$ cat config.mk
export PLATFORM = sky130hd
export DESIGN_NAME = merge_node
export DESIGN_NICKNAME = d
export VERILOG_FILES = /design/src/common/merge_pkg.sv /design/src/hdl/beat_fifo.sv /design/src/hdl/bitonic_stage.sv /design/src/hdl/merge_control.sv /design/src/hdl/merge_node.sv
export SDC_FILE = /design/constraint.sdc
export NUM_CORES = 2
export LEC_CHECK = 0
export BUFFER_PORTS_ARGS = -buffer_cell sky130_fd_sc_hd__buf_2
export CAP_MARGIN = 5
export CORE_MARGIN = 2
export CORE_UTILIZATION = 60
export DETAILED_ROUTE_END_ITERATION = 8
export PLACE_DENSITY = 0.82
export SLEW_MARGIN = 20
export SYNTH_ARGS = -nofsm -noshare
export SYNTH_HDL_FRONTEND = slang
export SYNTH_SLANG_ARGS = --single-unit
$ cat constraint.sdc
create_clock -name i_clk -period 19.6 [get_ports i_clk]
set_clock_uncertainty 0.15 [all_clocks]
set_input_delay 1.96 -clock i_clk [delete_from_list [all_inputs] [get_ports i_clk]]
set_output_delay 1.96 -clock i_clk [all_outputs]
set_load 0.005 [all_outputs]
$ cat src/common/merge_pkg.sv
package merge_pkg;

   localparam int DATA_WIDTH = 32;              // One record
   localparam int KEY_WIDTH  = 24;              // Sort key, low bits of a record
   localparam int BEAT_WIDTH = 2 * DATA_WIDTH;  // Two records per beat

   localparam int FIFO_DEPTH = 16;

   // Head pop to output FIFO write, in cycles
   localparam int PIPE_DEPTH = 4;

   typedef enum logic [2:0] {
      IDLE,
      MERGE,
      DRAIN_A,
      DRAIN_B,
      FLUSH,
      MARK
   } ctrl_state_t;

   function automatic logic [KEY_WIDTH-1:0] rec_key(input logic [DATA_WIDTH-1:0] rec);
      return rec[KEY_WIDTH-1:0];
   endfunction

   // Key of record 0, the smaller one of a beat
   function automatic logic [KEY_WIDTH-1:0] first_key(input logic [BEAT_WIDTH-1:0] beat);
      return rec_key(beat[DATA_WIDTH-1:0]);
   endfunction

   // Both records zero ends a stream
   function automatic logic is_marker(input logic [BEAT_WIDTH-1:0] beat);
      return (beat == '0);
   endfunction

endpackage

$ cat src/hdl/beat_fifo.sv
`timescale 1ns/1ps

module beat_fifo #(
   parameter int WIDTH  = merge_pkg::BEAT_WIDTH,
   parameter int DEPTH  = merge_pkg::FIFO_DEPTH,
   parameter int ALMOST = merge_pkg::FIFO_DEPTH - merge_pkg::PIPE_DEPTH
) (
   input  logic             i_clk,
   input  logic             i_rst,
   input  logic             i_push,
   input  logic [WIDTH-1:0] i_data,
   input  logic             i_pop,
   output logic [WIDTH-1:0] o_data,
   output logic             o_empty,
   output logic             o_full,
   output logic             o_almost_full
);

   localparam int PW = $clog2(DEPTH);
   localparam int CW = $clog2(DEPTH + 1);

   logic [WIDTH-1:0] mem [DEPTH];
   logic [PW-1:0]    rd_ptr;
   logic [PW-1:0]    wr_ptr;
   logic [CW-1:0]    count;

   always_ff @(posedge i_clk) begin
      if (i_push) begin
         mem[wr_ptr] <= i_data;
      end
   end

   always_ff @(posedge i_clk) begin
      if (i_rst) begin
         rd_ptr <= '0;
         wr_ptr <= '0;
         count  <= '0;
      end else begin
         if (i_push) begin
            wr_ptr <= (wr_ptr == PW'(DEPTH - 1)) ? '0 : wr_ptr + 1'b1;
         end
         if (i_pop) begin
            rd_ptr <= (rd_ptr == PW'(DEPTH - 1)) ? '0 : rd_ptr + 1'b1;
         end
         case ({i_push, i_pop})
            2'b10:   count <= count + 1'b1;
            2'b01:   count <= count - 1'b1;
            default: count <= count;      // Both or neither
         endcase
      end
   end

   // Fall-through head
   assign o_data = mem[rd_ptr];

   assign o_empty       = (count == '0);
   assign o_full        = (count == CW'(DEPTH));
   assign o_almost_full = (count >= CW'(ALMOST));

endmodule

$ cat src/hdl/bitonic_stage.sv
`timescale 1ns/1ps

module bitonic_stage #(
   parameter int DATA_WIDTH = merge_pkg::DATA_WIDTH,
   parameter int KEY_WIDTH  = merge_pkg::KEY_WIDTH,
   parameter int STAGE      = 0
) (
   input  logic                    i_clk,
   input  logic                    i_rst,
   input  logic                    i_stall,
   input  logic                    i_valid,
   input  logic [2*DATA_WIDTH-1:0] i_lo,
   input  logic [2*DATA_WIDTH-1:0] i_hi,
   output logic                    o_valid,
   output logic [2*DATA_WIDTH-1:0] o_lo,
   output logic [2*DATA_WIDTH-1:0] o_hi
);

   // Positions 0..3 of the four-record sequence
   logic [DATA_WIDTH-1:0] p0;
   logic [DATA_WIDTH-1:0] p1;
   logic [DATA_WIDTH-1:0] p2;
   logic [DATA_WIDTH-1:0] p3;
   logic [DATA_WIDTH-1:0] q0;
   logic [DATA_WIDTH-1:0] q1;
   logic [DATA_WIDTH-1:0] q2;
   logic [DATA_WIDTH-1:0] q3;

   function automatic logic key_le(input logic [DATA_WIDTH-1:0] a,
                                   input logic [DATA_WIDTH-1:0] b);
      return a[KEY_WIDTH-1:0] <= b[KEY_WIDTH-1:0];
   endfunction

   assign {p1, p0} = i_lo;
   assign {p3, p2} = i_hi;

   generate
      if (STAGE == 0) begin : g_cross
         // Compare across halves, 0 with 2 and 1 with 3
         always_comb begin
            q0 = key_le(p0, p2) ? p0 : p2;
            q2 = key_le(p0, p2) ? p2 : p0;
            q1 = key_le(p1, p3) ? p1 : p3;
            q3 = key_le(p1, p3) ? p3 : p1;
         end
      end else begin : g_within
         // Sort each half
         always_comb begin
            q0 = key_le(p0, p1) ? p0 : p1;
            q1 = key_le(p0, p1) ? p1 : p0;
            q2 = key_le(p2, p3) ? p2 : p3;
            q3 = key_le(p2, p3) ? p3 : p2;
         end
      end
   endgenerate

   always_ff @(posedge i_clk) begin
      if (i_rst) begin
         o_valid <= 1'b0;
      end else begin
         o_valid <= i_valid & ~i_stall;
      end
   end

   // Data holds through empty slots
   always_ff @(posedge i_clk) begin
      if (!i_stall) begin
         o_lo <= {q1, q0};
         o_hi <= {q3, q2};
      end
   end

endmodule

$ cat src/hdl/merge_control.sv
`timescale 1ns/1ps

module merge_control (
   input  logic i_clk,
   input  logic i_rst,
   input  logic i_a_empty,
   input  logic i_b_empty,
   input  logic i_a_end,
   input  logic i_b_end,
   input  logic i_a_lte_b,
   input  logic i_out_almost_full,
   output logic o_pop_a,
   output logic o_pop_b,
   output logic o_issue,
   output logic o_mark
);

   import merge_pkg::*;

   ctrl_state_t state;
   ctrl_state_t state_next;
   logic        gap_q;
   logic        can_issue;

   // The kept pair comes back two cycles after an issue
   assign can_issue = ~gap_q & ~i_out_almost_full;

   always_comb begin
      state_next = state;
      o_pop_a    = 1'b0;
      o_pop_b    = 1'b0;
      o_issue    = 1'b0;
      o_mark     = 1'b0;
      case (state)
         IDLE: begin
            if (!i_a_empty || !i_b_empty) begin
               state_next = MERGE;
            end
         end
         MERGE: begin
            if (!i_a_empty && i_a_end) begin
               o_pop_a    = 1'b1;       // Drop marker, no merge
               state_next = DRAIN_B;
            end else if (!i_b_empty && i_b_end) begin
               o_pop_b    = 1'b1;
               state_next = DRAIN_A;
            end else if (!i_a_empty && !i_b_empty && can_issue) begin
               o_issue = 1'b1;
               o_pop_a = i_a_lte_b;
               o_pop_b = ~i_a_lte_b;
            end
         end
         DRAIN_A: begin
            if (!i_a_empty) begin
               if (i_a_end) begin
                  o_pop_a    = 1'b1;
                  state_next = FLUSH;
               end else if (can_issue) begin
                  o_pop_a = 1'b1;
                  o_issue = 1'b1;
               end
            end
         end
         DRAIN_B: begin
            if (!i_b_empty) begin
               if (i_b_end) begin
                  o_pop_b    = 1'b1;
                  state_next = FLUSH;
               end else if (can_issue) begin
                  o_pop_b = 1'b1;
                  o_issue = 1'b1;
               end
            end
         end
         FLUSH: begin
            if (can_issue) begin
               o_issue    = 1'b1;       // Kept pair against filler
               state_next = MARK;
            end
         end
         MARK: begin
            if (can_issue) begin
               o_issue    = 1'b1;
               o_mark     = 1'b1;
               state_next = IDLE;
            end
         end
         default: state_next = IDLE;
      endcase
   end

   always_ff @(posedge i_clk) begin
      if (i_rst) begin
         state <= IDLE;
         gap_q <= 1'b0;
      end else begin
         state <= state_next;
         gap_q <= o_issue;
      end
   end

endmodule

$ cat src/hdl/merge_node.sv
`timescale 1ns/1ps

module merge_node #(
   parameter int DATA_WIDTH = merge_pkg::DATA_WIDTH,
   parameter int KEY_WIDTH  = merge_pkg::KEY_WIDTH
) (
   input  logic                    i_clk,
   input  logic                    i_rst,
   input  logic [2*DATA_WIDTH-1:0] i_in_a,
   input  logic                    i_in_a_empty,
   input  logic [2*DATA_WIDTH-1:0] i_in_b,
   input  logic                    i_in_b_empty,
   input  logic                    i_out_ready,
   output logic                    o_in_a_read,
   output logic                    o_in_b_read,
   output logic                    o_out_write,
   output logic [2*DATA_WIDTH-1:0] o_out_data
);

   import merge_pkg::*;

   localparam int BW = 2 * DATA_WIDTH;

   logic [BW-1:0] head_a;
   logic [BW-1:0] head_b;
   logic          a_empty, a_full;
   logic          b_empty, b_full;
   logic          out_empty, out_afull;
   logic          pop_a, pop_b, issue, mark;
   logic          ready_q;
   logic [BW-1:0] new_beat;
   logic [BW-1:0] sel_beat;
   logic          sel_issue, sel_valid, sel_mark;
   logic [BW-1:0] kept;
   logic [BW-1:0] held_in;
   logic          st0_valid, st1_valid;
   logic [BW-1:0] st0_lo, st0_hi, st1_lo, st1_hi;
   logic          mark_d1, mark_d2;
   logic          out_push;
   logic [BW-1:0] out_din;

   assign o_in_a_read = ~i_in_a_empty & ~a_full;
   assign o_in_b_read = ~i_in_b_empty & ~b_full;

   beat_fifo #(.WIDTH(BW), .DEPTH(FIFO_DEPTH), .ALMOST(FIFO_DEPTH - PIPE_DEPTH)) u_fifo_a (
      .i_clk(i_clk), .i_rst(i_rst), .i_push(o_in_a_read), .i_data(i_in_a), .i_pop(pop_a),
      .o_data(head_a), .o_empty(a_empty), .o_full(a_full), .o_almost_full()
   );

   beat_fifo #(.WIDTH(BW), .DEPTH(FIFO_DEPTH), .ALMOST(FIFO_DEPTH - PIPE_DEPTH)) u_fifo_b (
      .i_clk(i_clk), .i_rst(i_rst), .i_push(o_in_b_read), .i_data(i_in_b), .i_pop(pop_b),
      .o_data(head_b), .o_empty(b_empty), .o_full(b_full), .o_almost_full()
   );

   merge_control u_ctrl (
      .i_clk(i_clk), .i_rst(i_rst),
      .i_a_empty(a_empty), .i_b_empty(b_empty),
      .i_a_end(is_marker(head_a)), .i_b_end(is_marker(head_b)),
      .i_a_lte_b(first_key(head_a) <= first_key(head_b)),
      .i_out_almost_full(out_afull),
      .o_pop_a(pop_a), .o_pop_b(pop_b), .o_issue(issue), .o_mark(mark)
   );

   always_comb begin
      if (pop_a) new_beat = head_a;
      else if (pop_b) new_beat = head_b;
      else new_beat = '1;                // Flush filler, all maximum
   end

   // Reversed so kept pair plus new beat is bitonic
   always_ff @(posedge i_clk) begin
      if (issue) begin
         sel_beat <= {new_beat[DATA_WIDTH-1:0], new_beat[BW-1:DATA_WIDTH]};
      end
   end

   always_ff @(posedge i_clk) begin
      if (i_rst) begin
         ready_q   <= 1'b0;
         sel_issue <= 1'b0;
         sel_valid <= 1'b0;
         sel_mark  <= 1'b0;
         mark_d1   <= 1'b0;
         mark_d2   <= 1'b0;
         kept      <= '0;
      end else begin
         ready_q   <= i_out_ready;
         sel_issue <= issue;
         sel_valid <= issue & ~mark;
         sel_mark  <= issue & mark;
         mark_d1   <= sel_mark;
         mark_d2   <= mark_d1;
         if (mark_d2) kept <= '0;      // Zero pair primes the next merge
         else if (st1_valid) kept <= st1_hi;
      end
   end

   // Bypass the upper pair while it is still in stage 1
   assign held_in = st1_valid ? st1_hi : (mark_d2 ? '0 : kept);

   bitonic_stage #(.DATA_WIDTH(DATA_WIDTH), .KEY_WIDTH(KEY_WIDTH), .STAGE(0)) u_stage0 (
      .i_clk(i_clk), .i_rst(i_rst), .i_stall(~sel_issue), .i_valid(sel_valid),
      .i_lo(held_in), .i_hi(sel_beat),
      .o_valid(st0_valid), .o_lo(st0_lo), .o_hi(st0_hi)
   );

   bitonic_stage #(.DATA_WIDTH(DATA_WIDTH), .KEY_WIDTH(KEY_WIDTH), .STAGE(1)) u_stage1 (
      .i_clk(i_clk), .i_rst(i_rst), .i_stall(~st0_valid), .i_valid(st0_valid),
      .i_lo(st0_lo), .i_hi(st0_hi),
      .o_valid(st1_valid), .o_lo(st1_lo), .o_hi(st1_hi)
   );

   // A zero lower pair only comes out of the priming merge
   assign out_push = (st1_valid & (st1_lo != '0)) | mark_d2;
   assign out_din  = mark_d2 ? '0 : st1_lo;

   assign o_out_write = ready_q & ~out_empty;

   beat_fifo #(.WIDTH(BW), .DEPTH(FIFO_DEPTH), .ALMOST(FIFO_DEPTH - PIPE_DEPTH)) u_fifo_out (
      .i_clk(i_clk), .i_rst(i_rst), .i_push(out_push), .i_data(out_din), .i_pop(o_out_write),
      .o_data(o_out_data), .o_empty(out_empty), .o_full(), .o_almost_full(out_afull)
   );

endmodule

---- Word level (Yosys, flattened, before mapping) ----
Memories as Yosys holds them, arrays and structs flattened. A register that Yosys moved wholly into a read port is not among the register bits.
Cells that the tools add are included.
operators by class
  equality and inequality tests ........... 27
  muxes and demuxes ....................... 66
  add/sub/neg operators ................... 12
  bitwise gates (word level) .............. 18
  reduce and logical (&&, ||, !) cells .... 20
  order comparisons ....................... 6
operators by type and width
  kind                 count
  $mux 64              5
  $mux 32              8
  $logic_not 64->1     2
  $le 24x24->1         5
  $reduce_bool 64->1   1
  $mux 4               12
  $pmux 5 s2           3
  $mux 3               9
  $mux 1               25
  $add 4x1->4 const B  6
  $eq 4x4->1 const B   6
  $pmux 3 s6           1
  $add 5x1->5 const B  3
  $logic_not 5->1      3
  $sub 5x1->5 const B  3
  $eq 5x5->1 const B   2
  $ne 2x1->1 const B   5
  $not 1->1            9
  $and 1x1->1          8
  $reduce_and 8->1     1
  $eq 2x1->1 const B   3
  $eq 2x2->1 const B   3
  $eq 3x2->1 const B   2
  $eq 3x3->1 const B   2
  13 further kinds     22
storage, ports and cells
  memories kept ........................... 3
  memory bits (writable) .................. 3072
  logic and storage cells ................. 176
  input bits .............................. 133
  output and inout port bits .............. 67
  bits in registers ....................... 434
memory list
  memory          words  bits a word  rd ports  clocked after memory_dff  write ports  RTL line         RTL
  u_fifo_a.mem    16     64           1         1                         1            beat_fifo.sv:22  logic [WIDTH-1:0] mem [DEPTH];
  u_fifo_b.mem    16     64           1         1                         1            beat_fifo.sv:22
  u_fifo_out.mem  16     64           1         1                         1            beat_fifo.sv:22

---- Longest topological paths before layout ----
  word-level depth ........................ 10
  depth in mapped cells ................... 28
  depth with buffers taken out ............ 22

---- Modules after synthesis ----
Synthesis repeated with hierarchy kept, for this count alone.
second synthesis, totals
  cell total of the unflattened synthesis .. 6783
  area total of the unflattened synthesis .. 139287.3 sq um
by module, submodules not included
  module                   cells an instance  seq. area each (sq um)  instances  area an instance (sq um)
  beat_fifo at u_fifo_out  1683               31089.8                 1          39207.6
  beat_fifo at u_fifo_a    1684               31089.8                 1          39197.6
  beat_fifo at u_fifo_b    1682               31089.8                 1          39176.3
  bitonic_stage            443                3863.7                  2          6970.4
  merge_node               794                3323.2                  1          7355.8
  merge_control            54                 80.1                    1          409.1

---- Worst setup path before layout ----
No wires, ideal clock.
  path type ............................... input-to-reg
  start point ............................. input port i_in_a_empty
  end point ............................... memory u_fifo_a.mem[3][0] (netlist name) (enable)
  buffers on the path ..................... 0
  cell stages on the path ................. 3
  arrival ................................. 7.065 ns
  path slack .............................. 11.821 ns
  setup time .............................. 0.564 ns
  data required time ...................... 18.886 ns
  cells stage by stage .................... a21oi_1 > nand2_1 > nor3_1
between the ends
  longest elaborated chain between the ends .. 4
ends and longest elaborated chain
  element                       RTL line          RTL
  from (decl)                   merge_node.sv:10  input logic i_in_a_empty,
  $not 1->1                     merge_node.sv:42  assign o_in_a_read = ~i_in_a_empty & ~a_full;
  $and 1x1->1                   merge_node.sv:42
  $mux 1                        beat_fifo.sv:28   if (i_push) begin
  $mux 1 (implied by the code)  beat_fifo.sv:29   mem[wr_ptr] <= i_data;
  to (decl)                     beat_fifo.sv:22
No other way between the ends.

==> flow_summary.toml <==
[run_status]
status = "completed"

[finish]
reg.largest.list = "u_fifo_a.mem: 1024 flops, u_fifo_b.mem: 1024 flops, u_fifo_out.mem: 1024 flops"
layout.nets = 7522
utilization = 0.674
drive_gt1_frac = 0.270
final_area_mm2 = 0.157
area_growth_pct = 11.6

[setup_path]
cp.arrival_ns = 8.90
cp_cell_sequence = "buf_4, buf_4, mux4_2, a22o_1, a221oi_1, inv_1, ha_1, a21o_1, a21o_1, a21oi_1, o21ai_0, o311ai_0, a311oi_1, o32ai_2, a21oi_4, ha_1, inv_1, fa_1, inv_1, a21o_1, a21oi_1, xnor2_1, or3_1, a21oi_1"
required_ns = 20.34
path_class = "reg2reg"
end_kind = "flip-flop"
max_stage_delay_ns = 0.92
crit_end = "u_fifo_b.count[4]$_SDFFE_PP0P_"
rr_worst_depth = 24
crit_path_start_kind = "flip-flop"
r2r_setup_slack_ns = 11.44
cp_max_fo = 66
r2r-end = "u_fifo_b.count[4]$_SDFFE_PP0P_"
crit_slowest_cell = "buf_4"

[sta]
fin_crit_ns = 8.16
hold_viol = 0
max_freq_mhz = 123
worst_pin_slew_ns = 1.24
setup_tns_ns = 0
timing.final.crit_share = 0.416
final_max_slew_viol_count = 0
rsz0062_at_grt = "false"
setup_ws_ns = 11.44
setup_viol = 0
relSlewSlack = 0.174

[logic_synthesis]
synth_cells = 6927
async_reset_ff_frac = 0
ys_types = 72
synth_edf_count = 3392
synth_nets = 7210
synth_area_mm2 = 0.140
ys_seq_area_frac = 0.743
ys.flop_type = "edfxtp_1"
avgSynthCellArea_um2 = 20.3
ys_seq_elements = 3518
ys_warn_count = 0

[global_route]
grt_most_used_layer = "met2"
grt_pass1_vias = 76800
use_met3 = 0.0805
met1_usage = 0.411
grt_first_pass_wirelength_um = 551000
grtUsageTotal = 0.325
globalRouteMet2Util = 0.518
grt_overflow_total = 0
grt_antenna_before_repair = 59
grt_max_degree = 148

[clocking]
cts_buffer_depth = 4
post_cts_buffers = 0
cts.clk_slew.worst_paths_ns = 0.07
tritoncts = "yes"
cts_hold_buf = 0
clkLatencyLatePin_ns = 1.02
htreeDepth = 5
ctsResizeCount = 0
clockRootBuffer = "clkbuf_16"
cts_made_buffers = 354
clock-sinks = 3518

[detailed_routing]
via_per_inst = 7.28
drtIter0Drc = 12000
drt_first_pass_iters = 7
wl_per_cell_um = 36.6
drc = 0
wl_um = 387000
ant_nets = 0
num_vias = 77000

[job]
drv_cap = 0

[power_and_ir_drop]
p_leak_nw = 49.4
peakVddDrop_mv = 0.106
p_per_area_mw_per_mm2 = 104
power.total_mw = 16.4

[min_path]
hold_class = "reg2reg"

[floorplanning]
design.die.area_mm2 = 0.238
initial_core_util = 0.604
num_rows = 177
die_h_um = 488
io_pins = 200
fp.dieW_um = 488
fp.coreArea_mm2 = 0.233

[place]
place_area_mm2 = 0.145
place_hpwl_um = 198000
portBuffers = 199
preCtsSetupSlack_ns = 11.75
gp_congestion = 0.920
metrics by stage:
step,cells,hold WS (ns)
after floorplan,6927,0.264
after global placement,9921,0.269
after detailed placement,9924,0.278
after CTS,10600,0.292
after global routing,10600,0.314
final,10600,0.300
report_power, final:
part	switching [mW]	internal, mW
sequential	0.138	8.39
clock	2.88	3.80
combinational	0.709	0.434
synth_stat cells, drive strengths merged (7+ instances only):
| master | count | share of area |
|---|---|---|
| nor2b | 96 | 0.0043 |
| o21ai | 37 | 0.0013 |
| a22o | 108 | 0.0067 |
| or4 | 8 | 0.00045 |
| a221oi | 34 | 0.0021 |
| ha | 147 | 0.013 |
| clkbuf | 246 | 0.0066 |
| mux4 | 845 | 0.14 |
| inv | 141 | 0.0038 |
| nand3 | 161 | 0.0057 |
| mux2 | 199 | 0.016 |
| edfxtp | 3392 | 0.73 |
| a31oi | 10 | 0.00045 |
| buf | 154 | 0.0059 |
| xor2 | 16 | 0.0010 |
| mux2i | 109 | 0.0078 |
| a21oi | 118 | 0.0042 |
| o21a | 19 | 0.0010 |
| dfxtp | 126 | 0.018 |
| o22ai | 9 | 0.00040 |
| xnor2 | 7 | 0.00044 |
| a21o | 47 | 0.0025 |
| and2 | 8 | 0.00036 |
| o311a | 48 | 0.0034 |
| nor3 | 32 | 0.0012 |
| or2 | 10 | 0.00045 |
| nand4 | 107 | 0.0048 |
| nand2 | 158 | 0.0042 |
| nor2 | 243 | 0.0065 |
| and3 | 18 | 0.00080 |
| o2111ai | 66 | 0.0041 |
| nand2b | 24 | 0.0011 |
| a22oi | 93 | 0.0050 |
| nor4 | 31 | 0.0015 |
| or3 | 8 | 0.00036 |
per-layer routing:
metal,routed length [µm],vias up
met5,396,-
met4,24900,56
met3,46600,1337
met2,187000,6707
met1,128000,39400
li1,-,29500
logic make-up after synthesis:
family | Yosys count | synth area share
DFF | 3518 | 0.743
muxes | 1153 | 0.159
and+or+nand+nor | 915 | 0.0324
AOI/OAI and AO/OA | 627 | 0.0337
buffers and inverters | 541 | 0.0163
adders and majority gates | 150 | 0.0135
xor gates and xnor gates | 23 | 0.00143
critical path: cells and delay by family, from the launching register on:
family / cells / cell delay [ns]
muxes: 1 / 0.43
DFF: 1 / 0.75
adders and majority gates: 3 / 0.84
AOI/OAI and AO/OA: 13 / 3.19
buffers and inverters: 5 / 2.17
xor gates and xnor gates: 1 / 0.11
and+or+nand+nor: 1 / 0.33
how the worst min path moves through the flow:
stage | cells after the start | end | slack, ns | start
after CTS | 1 | mark_d1$_SDFF_PP0_ | 0.29 | sel_mark$_SDFF_PP0_
after global routing | 1 | mark_d1$_SDFF_PP0_ | 0.31 | sel_mark$_SDFF_PP0_
final | 1 | mark_d1$_SDFF_PP0_ | 0.30 | sel_mark$_SDFF_PP0_
after floorplan | 1 | mark_d1$_SDFF_PP0_ | 0.26 | sel_mark$_SDFF_PP0_
after detailed placement | 1 | mark_d1$_SDFF_PP0_ | 0.28 | sel_mark$_SDFF_PP0_
after global placement | 1 | mark_d2$_SDFF_PP0_ | 0.27 | mark_d1$_SDFF_PP0_
cell type report:
| cell class | count | area, µm² |
|---|---|---|
| multi-input cells | 2868 | 34300 |
| inverters | 141 | 529 |
| clock inverters | 205 | 1850 |
| flip-flops and latches | 3518 | 104000 |
| well taps | 3043 | 3810 |
| clock buffers | 428 | 9410 |
| fillers | 13300 | 75900 |
| diodes | 29 | 72.6 |
| repair buffers | 356 | 2310 |
layout by cell type (no fill, tap or decap), types with 30 or more instances in the layout:
master and n:
mux2_2 199, nor2_1 203, a221oi_1 34, nand2_1 158
nor2_4 38, clkinv_1 62, ha_1 147, o2111ai_1 66
buf_4 145, nand3_1 160, a21o_1 45, a21oi_1 111
o21ai_0 34, clkinv_2 72, inv_1 139, mux2i_1 109
clkbuf_16 362, dfxtp_1 112, clkbuf_1 56, a22o_1 108
nand4_1 107, a22oi_1 93, nor4_1 30, o311a_1 48
edfxtp_1 3392, nor2b_1 85, mux4_2 845, buf_2 199
No activity file was read; power rests on OpenSTA's default activity.
